## src/include/exec_consts.svh

```systemverilog
// Widths for operands, sequence numbers and register addresses
// Depth of the multiplier pipeline
`ifndef EXEC_CONSTS_SVH
`define EXEC_CONSTS_SVH

// ------------------------------
// Datapath widths
// ------------------------------

// Operands, results and pc
`define DATA_W 32

// Tag carried by every micro-op
`define SEQ_NUM_BITS 5

// Register index, x0..x31
`define REG_ADDR_W 5

// ------------------------------
// Multiplier
// ------------------------------

// Register stages from accept to result
`define MUL_STAGES 3

`endif

```

## src/uarch_pkg.sv

```systemverilog
// Micro-op encoding seen by the execute stage
// Execute-unit select type and the uop-to-unit mapping
package uarch_pkg;

  // ------------------------------
  // Micro-ops
  // ------------------------------
  typedef enum logic [3:0] {
    uop_add  = 4'd0,
    uop_sub  = 4'd1,
    uop_and  = 4'd2,
    uop_or   = 4'd3,
    uop_xor  = 4'd4,
    uop_sll  = 4'd5,
    uop_srl  = 4'd6,
    uop_sra  = 4'd7,
    uop_slt  = 4'd8,
    uop_sltu = 4'd9,
    uop_mul  = 4'd10,
    uop_mulh = 4'd11
  } rv_uop;

  // Which peer unit executes a uop
  typedef enum logic {
    unit_alu = 1'b0,
    unit_mul = 1'b1
  } exec_unit_e;

  // Multiplies to the multiplier, everything else to the ALU
  function automatic exec_unit_e uop_unit(input rv_uop uop);
    exec_unit_e unit;
    unit = unit_alu;
    if (uop == uop_mul || uop == uop_mulh) begin
      unit = unit_mul;
    end
    return unit;
  endfunction

endpackage

```

## src/msg_pkg.sv

```systemverilog
// Message structs crossing the execute stage
// Decode-to-execute and execute-to-writeback payloads
`include "exec_consts.svh"

package msg_pkg;

  // ------------------------------
  // D to X
  // ------------------------------
  typedef struct packed {
    logic [`DATA_W-1:0]       pc;
    logic [`SEQ_NUM_BITS-1:0] seq_num;
    logic [`DATA_W-1:0]       op1;
    logic [`DATA_W-1:0]       op2;
    logic [`REG_ADDR_W-1:0]   waddr;
    uarch_pkg::rv_uop         uop;
  } dx_msg_t;

  // ------------------------------
  // X to W
  // ------------------------------
  // wen already cleared for x0 destinations
  typedef struct packed {
    logic [`DATA_W-1:0]       pc;
    logic [`SEQ_NUM_BITS-1:0] seq_num;
    logic [`REG_ADDR_W-1:0]   waddr;
    logic [`DATA_W-1:0]       wdata;
    logic                     wen;
  } xw_msg_t;

endpackage

```

## src/exec_ifs.sv

```systemverilog
// Decode-to-execute and execute-to-writeback val/rdy interfaces
// Source and destination modports for each
`include "exec_consts.svh"

// Micro-op channel into an execute unit
interface dx_if (
  input logic clk,
  input logic rst_n
);
  logic                     val;
  logic                     rdy;
  logic [`DATA_W-1:0]       pc;
  logic [`SEQ_NUM_BITS-1:0] seq_num;
  logic [`DATA_W-1:0]       op1;
  logic [`DATA_W-1:0]       op2;
  logic [`REG_ADDR_W-1:0]   waddr;
  uarch_pkg::rv_uop         uop;

  // Producer drives val and payload
  modport src (
    input  clk, rst_n, rdy,
    output val, pc, seq_num, op1, op2, waddr, uop
  );

  // Consumer answers with rdy
  modport dst (
    input  clk, rst_n, val, pc, seq_num, op1, op2, waddr, uop,
    output rdy
  );
endinterface

// Result channel toward writeback
interface xw_if (
  input logic clk,
  input logic rst_n
);
  logic                     val;
  logic                     rdy;
  logic [`DATA_W-1:0]       pc;
  logic [`SEQ_NUM_BITS-1:0] seq_num;
  logic [`REG_ADDR_W-1:0]   waddr;
  logic [`DATA_W-1:0]       wdata;
  logic                     wen;

  modport src (
    input  clk, rst_n, rdy,
    output val, pc, seq_num, waddr, wdata, wen
  );

  modport dst (
    input  clk, rst_n, val, pc, seq_num, waddr, wdata, wen,
    output rdy
  );
endinterface

```

## src/issue_router.sv

```systemverilog
// Issue router that steers each micro-op to the ALU or the multiplier
module issue_router (
  dx_if.dst in,
  dx_if.src alu,
  dx_if.src mul
);
  import uarch_pkg::*;

  exec_unit_e sel;

  // Target unit from the uop alone
  assign sel = uop_unit(in.uop);

  // val only toward the chosen unit
  assign alu.val = in.val && (sel == unit_alu);
  assign mul.val = in.val && (sel == unit_mul);

  // Upstream sees only the chosen unit's rdy
  assign in.rdy = (sel == unit_mul) ? mul.rdy : alu.rdy;

  // Payload fanned out to both units and qualified by val
  assign alu.pc      = in.pc;
  assign alu.seq_num = in.seq_num;
  assign alu.op1     = in.op1;
  assign alu.op2     = in.op2;
  assign alu.waddr   = in.waddr;
  assign alu.uop     = in.uop;

  assign mul.pc      = in.pc;
  assign mul.seq_num = in.seq_num;
  assign mul.op1     = in.op1;
  assign mul.op2     = in.op2;
  assign mul.waddr   = in.waddr;
  assign mul.uop     = in.uop;

  // A waiting op stays with exactly one unit until taken
  a_single_target: assert property (@(posedge in.clk) disable iff (!in.rst_n)
    (in.val && !in.rdy) |=> ((alu.val ^ mul.val) && $stable({alu.val, mul.val})));

endmodule

```

## src/alu_unit.sv

```systemverilog
// Single-cycle integer ALU
// One output register, held while writeback stalls
`include "exec_consts.svh"

module alu_unit (
  input  logic clk,
  input  logic rst_n,
  dx_if.dst    d,
  xw_if.src    w
);
  import uarch_pkg::*;
  import msg_pkg::*;

  localparam int SHAMT_W = $clog2(`DATA_W);

  logic               out_val;
  xw_msg_t            out_q;
  xw_msg_t            out_d;
  logic [`DATA_W-1:0] result;
  logic [SHAMT_W-1:0] shamt;
  logic               accept;

  // ------------------------------
  // Handshake
  // ------------------------------
  // Free when empty or draining this cycle
  assign d.rdy  = !out_val || w.rdy;
  assign accept = d.val && d.rdy;

  // ------------------------------
  // Compute
  // ------------------------------
  // Shift amount from low bits of op2
  assign shamt = d.op2[SHAMT_W-1:0];

  always_comb begin
    case (d.uop)
      uop_add:  result = d.op1 + d.op2;
      uop_sub:  result = d.op1 - d.op2;
      uop_and:  result = d.op1 & d.op2;
      uop_or:   result = d.op1 | d.op2;
      uop_xor:  result = d.op1 ^ d.op2;
      uop_sll:  result = d.op1 << shamt;
      uop_srl:  result = d.op1 >> shamt;
      uop_sra:  result = $signed(d.op1) >>> shamt;
      uop_slt:  result = {{(`DATA_W-1){1'b0}}, $signed(d.op1) < $signed(d.op2)};
      uop_sltu: result = {{(`DATA_W-1){1'b0}}, d.op1 < d.op2};
      // Multiplies never routed here
      default:  result = '0;
    endcase
  end

  // Result message, x0 never written
  always_comb begin
    out_d.pc      = d.pc;
    out_d.seq_num = d.seq_num;
    out_d.waddr   = d.waddr;
    out_d.wdata   = result;
    out_d.wen     = (d.waddr != '0);
  end

  // ------------------------------
  // Output register
  // ------------------------------
  always_ff @(posedge clk or negedge rst_n) begin
    if (!rst_n) begin
      out_val <= 1'b0;
    end else if (accept) begin
      out_val <= 1'b1;
    end else if (w.rdy) begin
      out_val <= 1'b0;
    end
  end

  always_ff @(posedge clk) begin
    if (accept) begin
      out_q <= out_d;
    end
  end

  assign w.val     = out_val;
  assign w.pc      = out_q.pc;
  assign w.seq_num = out_q.seq_num;
  assign w.waddr   = out_q.waddr;
  assign w.wdata   = out_q.wdata;
  assign w.wen     = out_q.wen;

  // Stalled result held into the next cycle
  a_hold_stable: assert property (@(posedge clk) disable iff (!rst_n)
    (w.val && !w.rdy) |=>
      (w.val && $stable({w.pc, w.seq_num, w.waddr, w.wdata, w.wen})));

endmodule

```

## src/mul_unit.sv

```systemverilog
// Pipelined signed multiplier, fixed depth
// Whole pipe freezes while its last stage is blocked
`include "exec_consts.svh"

module mul_unit (
  input  logic clk,
  input  logic rst_n,
  dx_if.dst    d,
  xw_if.src    w
);
  import uarch_pkg::*;

  localparam int LAST = `MUL_STAGES - 1;

  // Per-stage payload with the full 64-bit product
  typedef struct packed {
    logic [`DATA_W-1:0]       pc;
    logic [`SEQ_NUM_BITS-1:0] seq_num;
    logic [`REG_ADDR_W-1:0]   waddr;
    logic                     wen;
    logic                     hi;
    logic [2*`DATA_W-1:0]     prod;
  } mul_stage_t;

  logic [`MUL_STAGES-1:0] val_q;
  mul_stage_t             stage_q [`MUL_STAGES];
  mul_stage_t             stage_d;
  logic                   stall;

  // ------------------------------
  // Flow control
  // ------------------------------
  // Blocked result at the tail freezes everything
  assign stall = val_q[LAST] && !w.rdy;
  assign d.rdy = !stall;

  // Signed product formed on entry
  always_comb begin
    stage_d.pc      = d.pc;
    stage_d.seq_num = d.seq_num;
    stage_d.waddr   = d.waddr;
    stage_d.wen     = (d.waddr != '0);
    stage_d.hi      = (d.uop == uop_mulh);
    stage_d.prod    = $signed(d.op1) * $signed(d.op2);
  end

  // ------------------------------
  // Pipe registers
  // ------------------------------
  always_ff @(posedge clk or negedge rst_n) begin
    if (!rst_n) begin
      val_q <= '0;
    end else if (!stall) begin
      val_q[0] <= d.val;
      for (int i = 1; i < `MUL_STAGES; i++) begin
        val_q[i] <= val_q[i-1];
      end
    end
  end

  always_ff @(posedge clk) begin
    if (!stall) begin
      stage_q[0] <= stage_d;
      for (int i = 1; i < `MUL_STAGES; i++) begin
        stage_q[i] <= stage_q[i-1];
      end
    end
  end

  // ------------------------------
  // Output
  // ------------------------------
  assign w.val     = val_q[LAST];
  assign w.pc      = stage_q[LAST].pc;
  assign w.seq_num = stage_q[LAST].seq_num;
  assign w.waddr   = stage_q[LAST].waddr;
  assign w.wen     = stage_q[LAST].wen;
  // mulh takes the upper half
  assign w.wdata   = stage_q[LAST].hi ? stage_q[LAST].prod[2*`DATA_W-1:`DATA_W]
                                      : stage_q[LAST].prod[`DATA_W-1:0];

  // An accepted op always lands in the first stage, never lost to a stall
  a_no_take_on_stall: assert property (@(posedge clk) disable iff (!rst_n)
    (d.val && d.rdy) |=> (val_q[0] && (stage_q[0].seq_num == $past(d.seq_num))));

endmodule

```

## src/wb_arbiter.sv

```systemverilog
// Round-robin arbiter merging ALU and multiplier results
// onto the single writeback bus
module wb_arbiter (
  input  logic clk,
  input  logic rst_n,
  xw_if.dst    alu,
  xw_if.dst    mul,
  xw_if.src    w
);
  logic last_mul;
  logic hold_q;
  logic hold_mul_q;
  logic grant_mul;
  logic grant_alu;

  // ------------------------------
  // Grant
  // ------------------------------
  // Stalled grant kept so w stays stable
  // otherwise the loser of the last transfer goes first
  assign grant_mul = hold_q ? hold_mul_q : (mul.val && (!alu.val || !last_mul));
  assign grant_alu = alu.val && !grant_mul;

  always_ff @(posedge clk or negedge rst_n) begin
    if (!rst_n) begin
      last_mul   <= 1'b0;
      hold_q     <= 1'b0;
      hold_mul_q <= 1'b0;
    end else begin
      hold_q     <= w.val && !w.rdy;
      hold_mul_q <= grant_mul;
      // Winner recorded on transfer only
      if (w.val && w.rdy) begin
        last_mul <= grant_mul;
      end
    end
  end

  // ------------------------------
  // Writeback mux
  // ------------------------------
  assign w.val     = alu.val || mul.val;
  assign w.pc      = grant_mul ? mul.pc      : alu.pc;
  assign w.seq_num = grant_mul ? mul.seq_num : alu.seq_num;
  assign w.waddr   = grant_mul ? mul.waddr   : alu.waddr;
  assign w.wdata   = grant_mul ? mul.wdata   : alu.wdata;
  assign w.wen     = grant_mul ? mul.wen     : alu.wen;

  // Loser keeps its result
  assign alu.rdy = grant_alu && w.rdy;
  assign mul.rdy = grant_mul && w.rdy;

  // Exactly one source gets rdy on a transfer, none otherwise
  a_one_rdy: assert property (@(posedge clk) disable iff (!rst_n)
    (w.val && w.rdy) ? (alu.rdy ^ mul.rdy) : !(alu.rdy || mul.rdy));

endmodule

```

## src/exec_top.sv

```systemverilog
// Execute stage top level
// Plain D and W ports, router, ALU, multiplier and writeback arbiter
`include "exec_consts.svh"

module exec_top (
  input  logic                     clk,
  input  logic                     rst_n,
  // Decode side
  input  logic                     d_val,
  output logic                     d_rdy,
  input  logic [`DATA_W-1:0]       d_pc,
  input  logic [`SEQ_NUM_BITS-1:0] d_seq_num,
  input  logic [`DATA_W-1:0]       d_op1,
  input  logic [`DATA_W-1:0]       d_op2,
  input  logic [`REG_ADDR_W-1:0]   d_waddr,
  input  uarch_pkg::rv_uop         d_uop,
  // Writeback side
  output logic                     w_val,
  input  logic                     w_rdy,
  output logic [`DATA_W-1:0]       w_pc,
  output logic [`SEQ_NUM_BITS-1:0] w_seq_num,
  output logic [`REG_ADDR_W-1:0]   w_waddr,
  output logic [`DATA_W-1:0]       w_wdata,
  output logic                     w_wen
);

  // ------------------------------
  // Channels
  // ------------------------------
  dx_if d_x   (.clk(clk), .rst_n(rst_n));
  dx_if d_alu (.clk(clk), .rst_n(rst_n));
  dx_if d_mul (.clk(clk), .rst_n(rst_n));
  xw_if w_alu (.clk(clk), .rst_n(rst_n));
  xw_if w_mul (.clk(clk), .rst_n(rst_n));
  xw_if x_w   (.clk(clk), .rst_n(rst_n));

  // Decode ports onto the input channel
  assign d_x.val     = d_val;
  assign d_rdy       = d_x.rdy;
  assign d_x.pc      = d_pc;
  assign d_x.seq_num = d_seq_num;
  assign d_x.op1     = d_op1;
  assign d_x.op2     = d_op2;
  assign d_x.waddr   = d_waddr;
  assign d_x.uop     = d_uop;

  // Writeback channel out to ports
  assign w_val     = x_w.val;
  assign x_w.rdy   = w_rdy;
  assign w_pc      = x_w.pc;
  assign w_seq_num = x_w.seq_num;
  assign w_waddr   = x_w.waddr;
  assign w_wdata   = x_w.wdata;
  assign w_wen     = x_w.wen;

  // ------------------------------
  // Blocks
  // ------------------------------
  issue_router u_router (
    .in  (d_x),
    .alu (d_alu),
    .mul (d_mul)
  );

  alu_unit u_alu (
    .clk   (clk),
    .rst_n (rst_n),
    .d     (d_alu),
    .w     (w_alu)
  );

  mul_unit u_mul (
    .clk   (clk),
    .rst_n (rst_n),
    .d     (d_mul),
    .w     (w_mul)
  );

  wb_arbiter u_arb (
    .clk   (clk),
    .rst_n (rst_n),
    .alu   (w_alu),
    .mul   (w_mul),
    .w     (x_w)
  );

endmodule

```

## config.mk

```make
export PLATFORM = sky130hd
export DESIGN_NAME = exec_top
export DESIGN_NICKNAME = d
export VERILOG_FILES = /design/src/uarch_pkg.sv /design/src/msg_pkg.sv /design/src/exec_ifs.sv /design/src/issue_router.sv /design/src/alu_unit.sv /design/src/mul_unit.sv /design/src/wb_arbiter.sv /design/src/exec_top.sv
export VERILOG_INCLUDE_DIRS = /design/src /design/src/include
export SDC_FILE = /design/constraint.sdc
export NUM_CORES = 2
export LEC_CHECK = 0
export ABC_AREA = 1
export BUFFER_PORTS_ARGS = -buffer_cell sky130_fd_sc_hd__buf_2
export CAP_MARGIN = 10
export CORE_ASPECT_RATIO = 0.8
export CORE_MARGIN = 2
export CORE_UTILIZATION = 60
export DETAILED_ROUTE_END_ITERATION = 7
export PLACE_DENSITY = 0.77
export SLEW_MARGIN = 20
export SYNTH_ARGS = -nofsm -noshare
export SYNTH_HDL_FRONTEND = slang
export SYNTH_HIERARCHICAL = 1
export SYNTH_SLANG_ARGS = --single-unit
export TNS_END_PERCENT = 50
```

## constraint.sdc

```tcl
create_clock -name clk -period 25.8 [get_ports clk]
set_input_delay 3.87 -clock clk [delete_from_list [all_inputs] [get_ports clk]]
set_output_delay 3.87 -clock clk [all_outputs]
set_load 0.1 [all_outputs]
```

---- Word level (Yosys, flattened, before mapping) ----
Memories as Yosys holds them, arrays and structs flattened.
Cells that the tools add are included.
storage, ports and cells
  flip-flop bits (word level) ............. 82
  bits in latches ......................... 0
  memory bits (writable) .................. 324
  bits in read-only memories .............. 0
  input bits .............................. 114
  logic and storage cells ................. 70
  memories ................................ 1
memory list
  name           words  bits a word  rd ports  clocked after memory_dff  wr ports  RTL line        text
  u_mul.stage_q  3      108          3         0                         3         mul_unit.sv:26  mul_stage_t stage_q [`MUL_STAGES];
cells by class
  add/subtract/negate cells ............... 2
  multiply operators ...................... 1
  div/mod/pow operators ................... 0
  $lt $le $gt $ge ......................... 2
  eq/ne operators ......................... 11
  shifts and indexed selects .............. 3
  muxes and demuxes ....................... 13
  bitwise gates (word level) .............. 4
  reductions and logical operators ........ 23
operators with widths
  kind                                                                   number
  32-bit one-hot mux with 10 select lines                                1
  32-bit 2-to-1 mux                                                      3
  32-bit < comparator                                                    2
  32-bit by 32-bit multiplier with 64-bit output                         1
  32-bit adder                                                           1
  32-bit bitwise AND                                                     1
  32-bit OR                                                              1
  32-bit by 5-bit left shift with 32-bit output                          1
  32-bit by 5-bit >> shifter with 32-bit output                          1
  32-bit by 5-bit >>> shifter with 32-bit output                         1
  32-bit subtractor                                                      1
  32-bit XOR                                                             1
  4-bit by 3-bit equality test with 1-bit output, second input constant  4
  4-bit equality test, second input constant                             4
  1-bit logical AND                                                      10
  5-bit 2-to-1 mux                                                       2
  4-bit by 2-bit equality test with 1-bit output, second input constant  2
  1-bit 2-to-1 mux                                                       7
  1-bit logical NOT                                                      6
  5-bit nonzero test                                                     1
  4-bit by 1-bit equality test with 1-bit output, second input constant  1
  4-bit logical NOT                                                      1
  1-bit logical OR                                                       4
  2-bit nonzero test                                                     1
  1-bit inverter                                                         1

---- Logic depth before layout (Yosys ltp) ----
  word-level depth ........................ 10
  depth in mapped cells ................... 33
  mapped depth without buffers ............ 31

---- Hierarchy ----
Netlist, hierarchy kept.
by module, submodules not included
  module        times used  cells an instance  area each (µm²)  seq. area each (µm²)
  mul_unit      1           5399               49169.7          9804.4
  alu_unit      1           2174               12595.8          2277.2
  issue_router  1           228                1692.9           0.0
  wb_arbiter    1           270                1244.9           75.1

---- Least setup slack after synthesis ----
No wires, ideal clock.
  kind .................................... in2out
  from .................................... input port w_rdy
  to ...................................... output port d_rdy
  arrival time ............................ 12268 ps
  data required time ...................... 21930 ps
  path slack .............................. 9662 ps
  stages on the path ...................... 6
  buffers on the path ..................... 0
  path through ............................ inv_1 > a21oi_1 > inv_1 > nand2_1 > nand4_1 > nand2_1
between the ends
  longest elaborated chain between the ends .. 5
  elaborated cells between the ends (all ways) .. 7
  those cells by class .................... 1 x mux; 6 x reduce/logical
RTL lines
  item                RTL line            text
  start: declaration  exec_top.sv:19      input logic w_rdy,
  1-bit logical AND   wb_arbiter.sv:51    assign mul.rdy = grant_mul && w.rdy;
  net w_mul.rdy       exec_ifs.sv:38      logic rdy;
  1-bit logical NOT   mul_unit.sv:34      assign stall = val_q[LAST] && !w.rdy;
  1-bit logical AND   mul_unit.sv:34
  1-bit logical NOT   mul_unit.sv:35      assign d.rdy = !stall;
  net d_mul.rdy       exec_ifs.sv:11      logic rdy;
  1-bit 2-to-1 mux    issue_router.sv:19  assign in.rdy = (sel == unit_mul) ? mul.rdy : alu.rdy;
  end: declaration    exec_top.sv:10      output logic d_rdy,
The timed path passes the listed nets, and every way through them passes these cells.

==> out/qor.tcl <==
set qor(yosys.cell_types.count) 58
set qor(wire_length_of_the_first_global_routing_pass_mm) 328
set qor(final.period_utilization_pct) 45.6
set qor(coreArea_um2) 107000
set qor(top_level_ports) 191
set qor(clock_insertion_delay_worst_skew_ns) 0.55
set qor(tns_ns) 0
set qor(holdCritPathClass) {reg -> reg}
set qor(min_delay_worst_endpoint) {u_mul/stage_q[0][265]$_DFFE_PN_}
set qor(grt_pass1_vias) 53743
set qor(synth.avg_cell_area_um2) 8.02
set qor(post-cts-setup-buffers) 0
set qor(synth.cell_area_um2) 64700
set qor(regToRegSetupSlack_ns) 21.67
set qor(ratio_of_cells_with_drive_above_1_in_the_final_layout_pct) 5.92
set qor(critPathMaxFanout) 44
set qor(reg2reg_from) {u_alu/w.val$_DFFE_PN0P_}
set qor(syn_nets) 9551
set qor(holdCritStartpoint) {u_mul/stage_q[0][157]$_DFFE_PN_}
set qor(start_util_pct) 60.6
set qor(cts_hold_buf) 0
set qor(cp-end-kind) {flop}
set qor(grt_start_max_net_pins) 79
set qor(mostFrequentLayoutCell) {nand2_1}
set qor(reg2reg_depth) 8
set qor(routabilityCongestion) 1.04
set qor(htreeDepth) 2
set qor(clock_tree.root_cell) {clkbuf_16}
set qor(cts_resized) 0
set qor(finalMaxSlewViolations) 0
set qor(synth_sequential_area_ratio_pct) 18.8
set qor(most_used_cells_in_the_layout_excluding_fill_and_tap_cells) {nand2_1, inv_1, fa_1}
set qor(grt_antenna_before_repair) 6
set qor(detailedRoute.firstIterationViolations) 6508
set qor(routed_wirelength_mm) 217
set qor(rows) 107
set qor(post-route-min-period_ns) 11.77
set qor(setup.worst_path.start_class) {input pin}
set qor(worst-slew-pin-transition_ns) 1.18
set qor(first_pass_iters) 7
set qor(dpl.hpwl_mm) 169
set qor(worstPathArrival_ns) 12.08
set qor(ys_seq_elements) 406
set qor(finClkSkew_ns) 0.0254
set qor(max_clock_freq_mhz) 84.9
set qor(gr-usage-all-layers_pct) 39.9
set qor(critPathKind) {in -> reg}
set qor(worst_ep_required_time_ns) 26.11
set qor(finalHoldViolations) 0
set qor(cts_buffers) 35
set qor(fillCellCount) 9366
set qor(dieArea_um2) 110000
set qor(worst_setup_hold_path_clk_slew_ns) 0.07
set qor(r2r_end) {u_mul/stage_q[0][137]$_DFFE_PN_}
set qor(avgRoutedWirePerCell_um) 23.4
set qor(placement.io_buffers) 190
set qor(die-width_um) 371
set qor(synth_top_cell_area_share_pct) 33.5
set qor(number_of_warning_messages_in_the_yosys_log) 6
set qor(fin_worst_hold_slack_ns) 0.400
set qor(outcome) {completed}
set qor(slew_headroom_pct) 21.5
set qor(overflow) 0
set qor(clock_tree_from_tritoncts) {built}
set qor(finalSetupViolations) 0
set qor(max_cap_viol_count) 0
set qor(die_y_um) 298
set qor(area_delta_synth_final_pct) 1.55
set qor(num_vias) 52386
set qor(remaining_drc_errors) 0
set qor(post_layout_nets) 9279
set qor(gate_count_of_the_mapped_netlist) 8071
set qor(cell_taking_the_most_area_after_synthesis) {fa_1}
set qor(min_delay_path_depth) 0
set qor(ys_top_cells_by_area) {fa_1, edfxtp_1, nand2_1, inv_1, ha_1}
set qor(grt_setup_unrepaired) {false}
set qor(cts-root-to-sink-buffers) 3
set qor(cts_sinks) 406
set qor(route.detailed.vias_per_inst) 5.67
set qor(ant_nets) 0
stage by stage:
stage | util (%) | area, µm² | setup slack [ns] | std cells
floorplan | - | 64700 | 9.66 | 8071
global placement | 60.6 | 64600 | 13.66 | 9179
detailed placement | 60.6 | 64600 | 13.59 | 9179
CTS | 61.6 | 65700 | 14.11 | 9241
global route | 61.6 | 65700 | 13.56 | 9242
finish | 61.6 | 65700 | 14.03 | 9243
cell families after synthesis:
group / synth area share, %
flops: 18.8
compound gates: 2.73
buf+inv: 16.7
simple gates: 21.6
fa+ha+maj: 39.0
xor+xnor: 0.541
mux: 0.590
final cells by class:
class	count	area [µm²]	share of cell area (%)
diodes	2	5.00	0.00762
clock buffers	42	923	1.41
clock inverters	20	168	0.255
inverters	1975	7420	11.3
multi-input cells	5116	41700	63.5
flip-flops and latches	406	12200	18.5
well taps	1417	1770	2.70
repair buffers	265	1520	2.31
per-layer routing:
metal,global-route usage (%),vias to the layer above,wire (µm)
met5,0,-,13
met4,19.2,2,12700
met3,10.7,613,25200
met2,60.1,3177,94500
met1,53.9,25590,84100
li1,-,23004,-
critical path: stages:
cell and delay [ns]:
buf_2 0.07, buf_4 0.46, nand2_1 0.38, inv_1 0.23, fa_1 0.47, fa_1 0.57
fa_1 0.71, fa_1 0.96, inv_1 0.43, fa_1 0.59, inv_1 0.05, fa_1 0.52
inv_1 0.05, fa_1 0.47, inv_1 0.05, fa_1 0.46, ha_1 0.40, nand2_1 0.11
nor2_1 0.25, nand2_1 0.17, nor2_1 0.25, o21ai_0 0.22, nand4_1 0.15, nand2_1 0.07
Yosys cell counts (all sizes together):
cell and n:
ha 282, mux2i 1, a221oi 1, nor3b 1, nand3 579, nor4 5, o21a 4, xnor2 4
o21ai 77, clkbuf 204, mux2 33, xor2 36, o2111ai 2, a21o 2, clkinv 1, nor2 329
a21boi 1, o22ai 17, buf 370, edfxtp 399, dfrtp 7, o21bai 24, a31oi 2, o221ai 8
nand2 2353, and2 17, nor3 29, o211ai 19, or2 8, a211oi 7, nand4 40, fa 1084
nand3b 6, a21oi 143, inv 1974, and3 2
worst max path at each step:
stage               startpoint                             end  slack, ns  depth (start not counted)
floorplan                w_rdy                           d_rdy       9.66                          6
detailed placement   d_op1[31]  u_mul/stage_q[0][61]$_DFFE_PN_      13.59                         24
global route         d_op1[31]  u_mul/stage_q[0][61]$_DFFE_PN_      13.56                         24
global placement     d_op1[31]  u_mul/stage_q[0][61]$_DFFE_PN_      13.66                         24
finish               d_op1[31]  u_mul/stage_q[0][58]$_DFFE_PN_      14.03                         24
CTS                  d_op1[31]  u_mul/stage_q[0][61]$_DFFE_PN_      14.11                         24
sequential cells by signal, indices dropped and copies added (netlist names):
register / cells
u_mul/val_q: 3
u_alu/w.wen: 1
u_alu/w.seq_num: 5
u_arb/hold_q: 1
u_mul/stage_q: 324
u_alu/w.pc: 32
u_arb/hold_mul_q: 1
u_alu/w.val: 1
u_alu/w.wdata: 32
u_alu/w.waddr: 5
u_arb/last_mul: 1
Power is left out: the tool's default activity adds up to more than one toggle a clock period on the data nets, which glitch-free logic cannot reach.
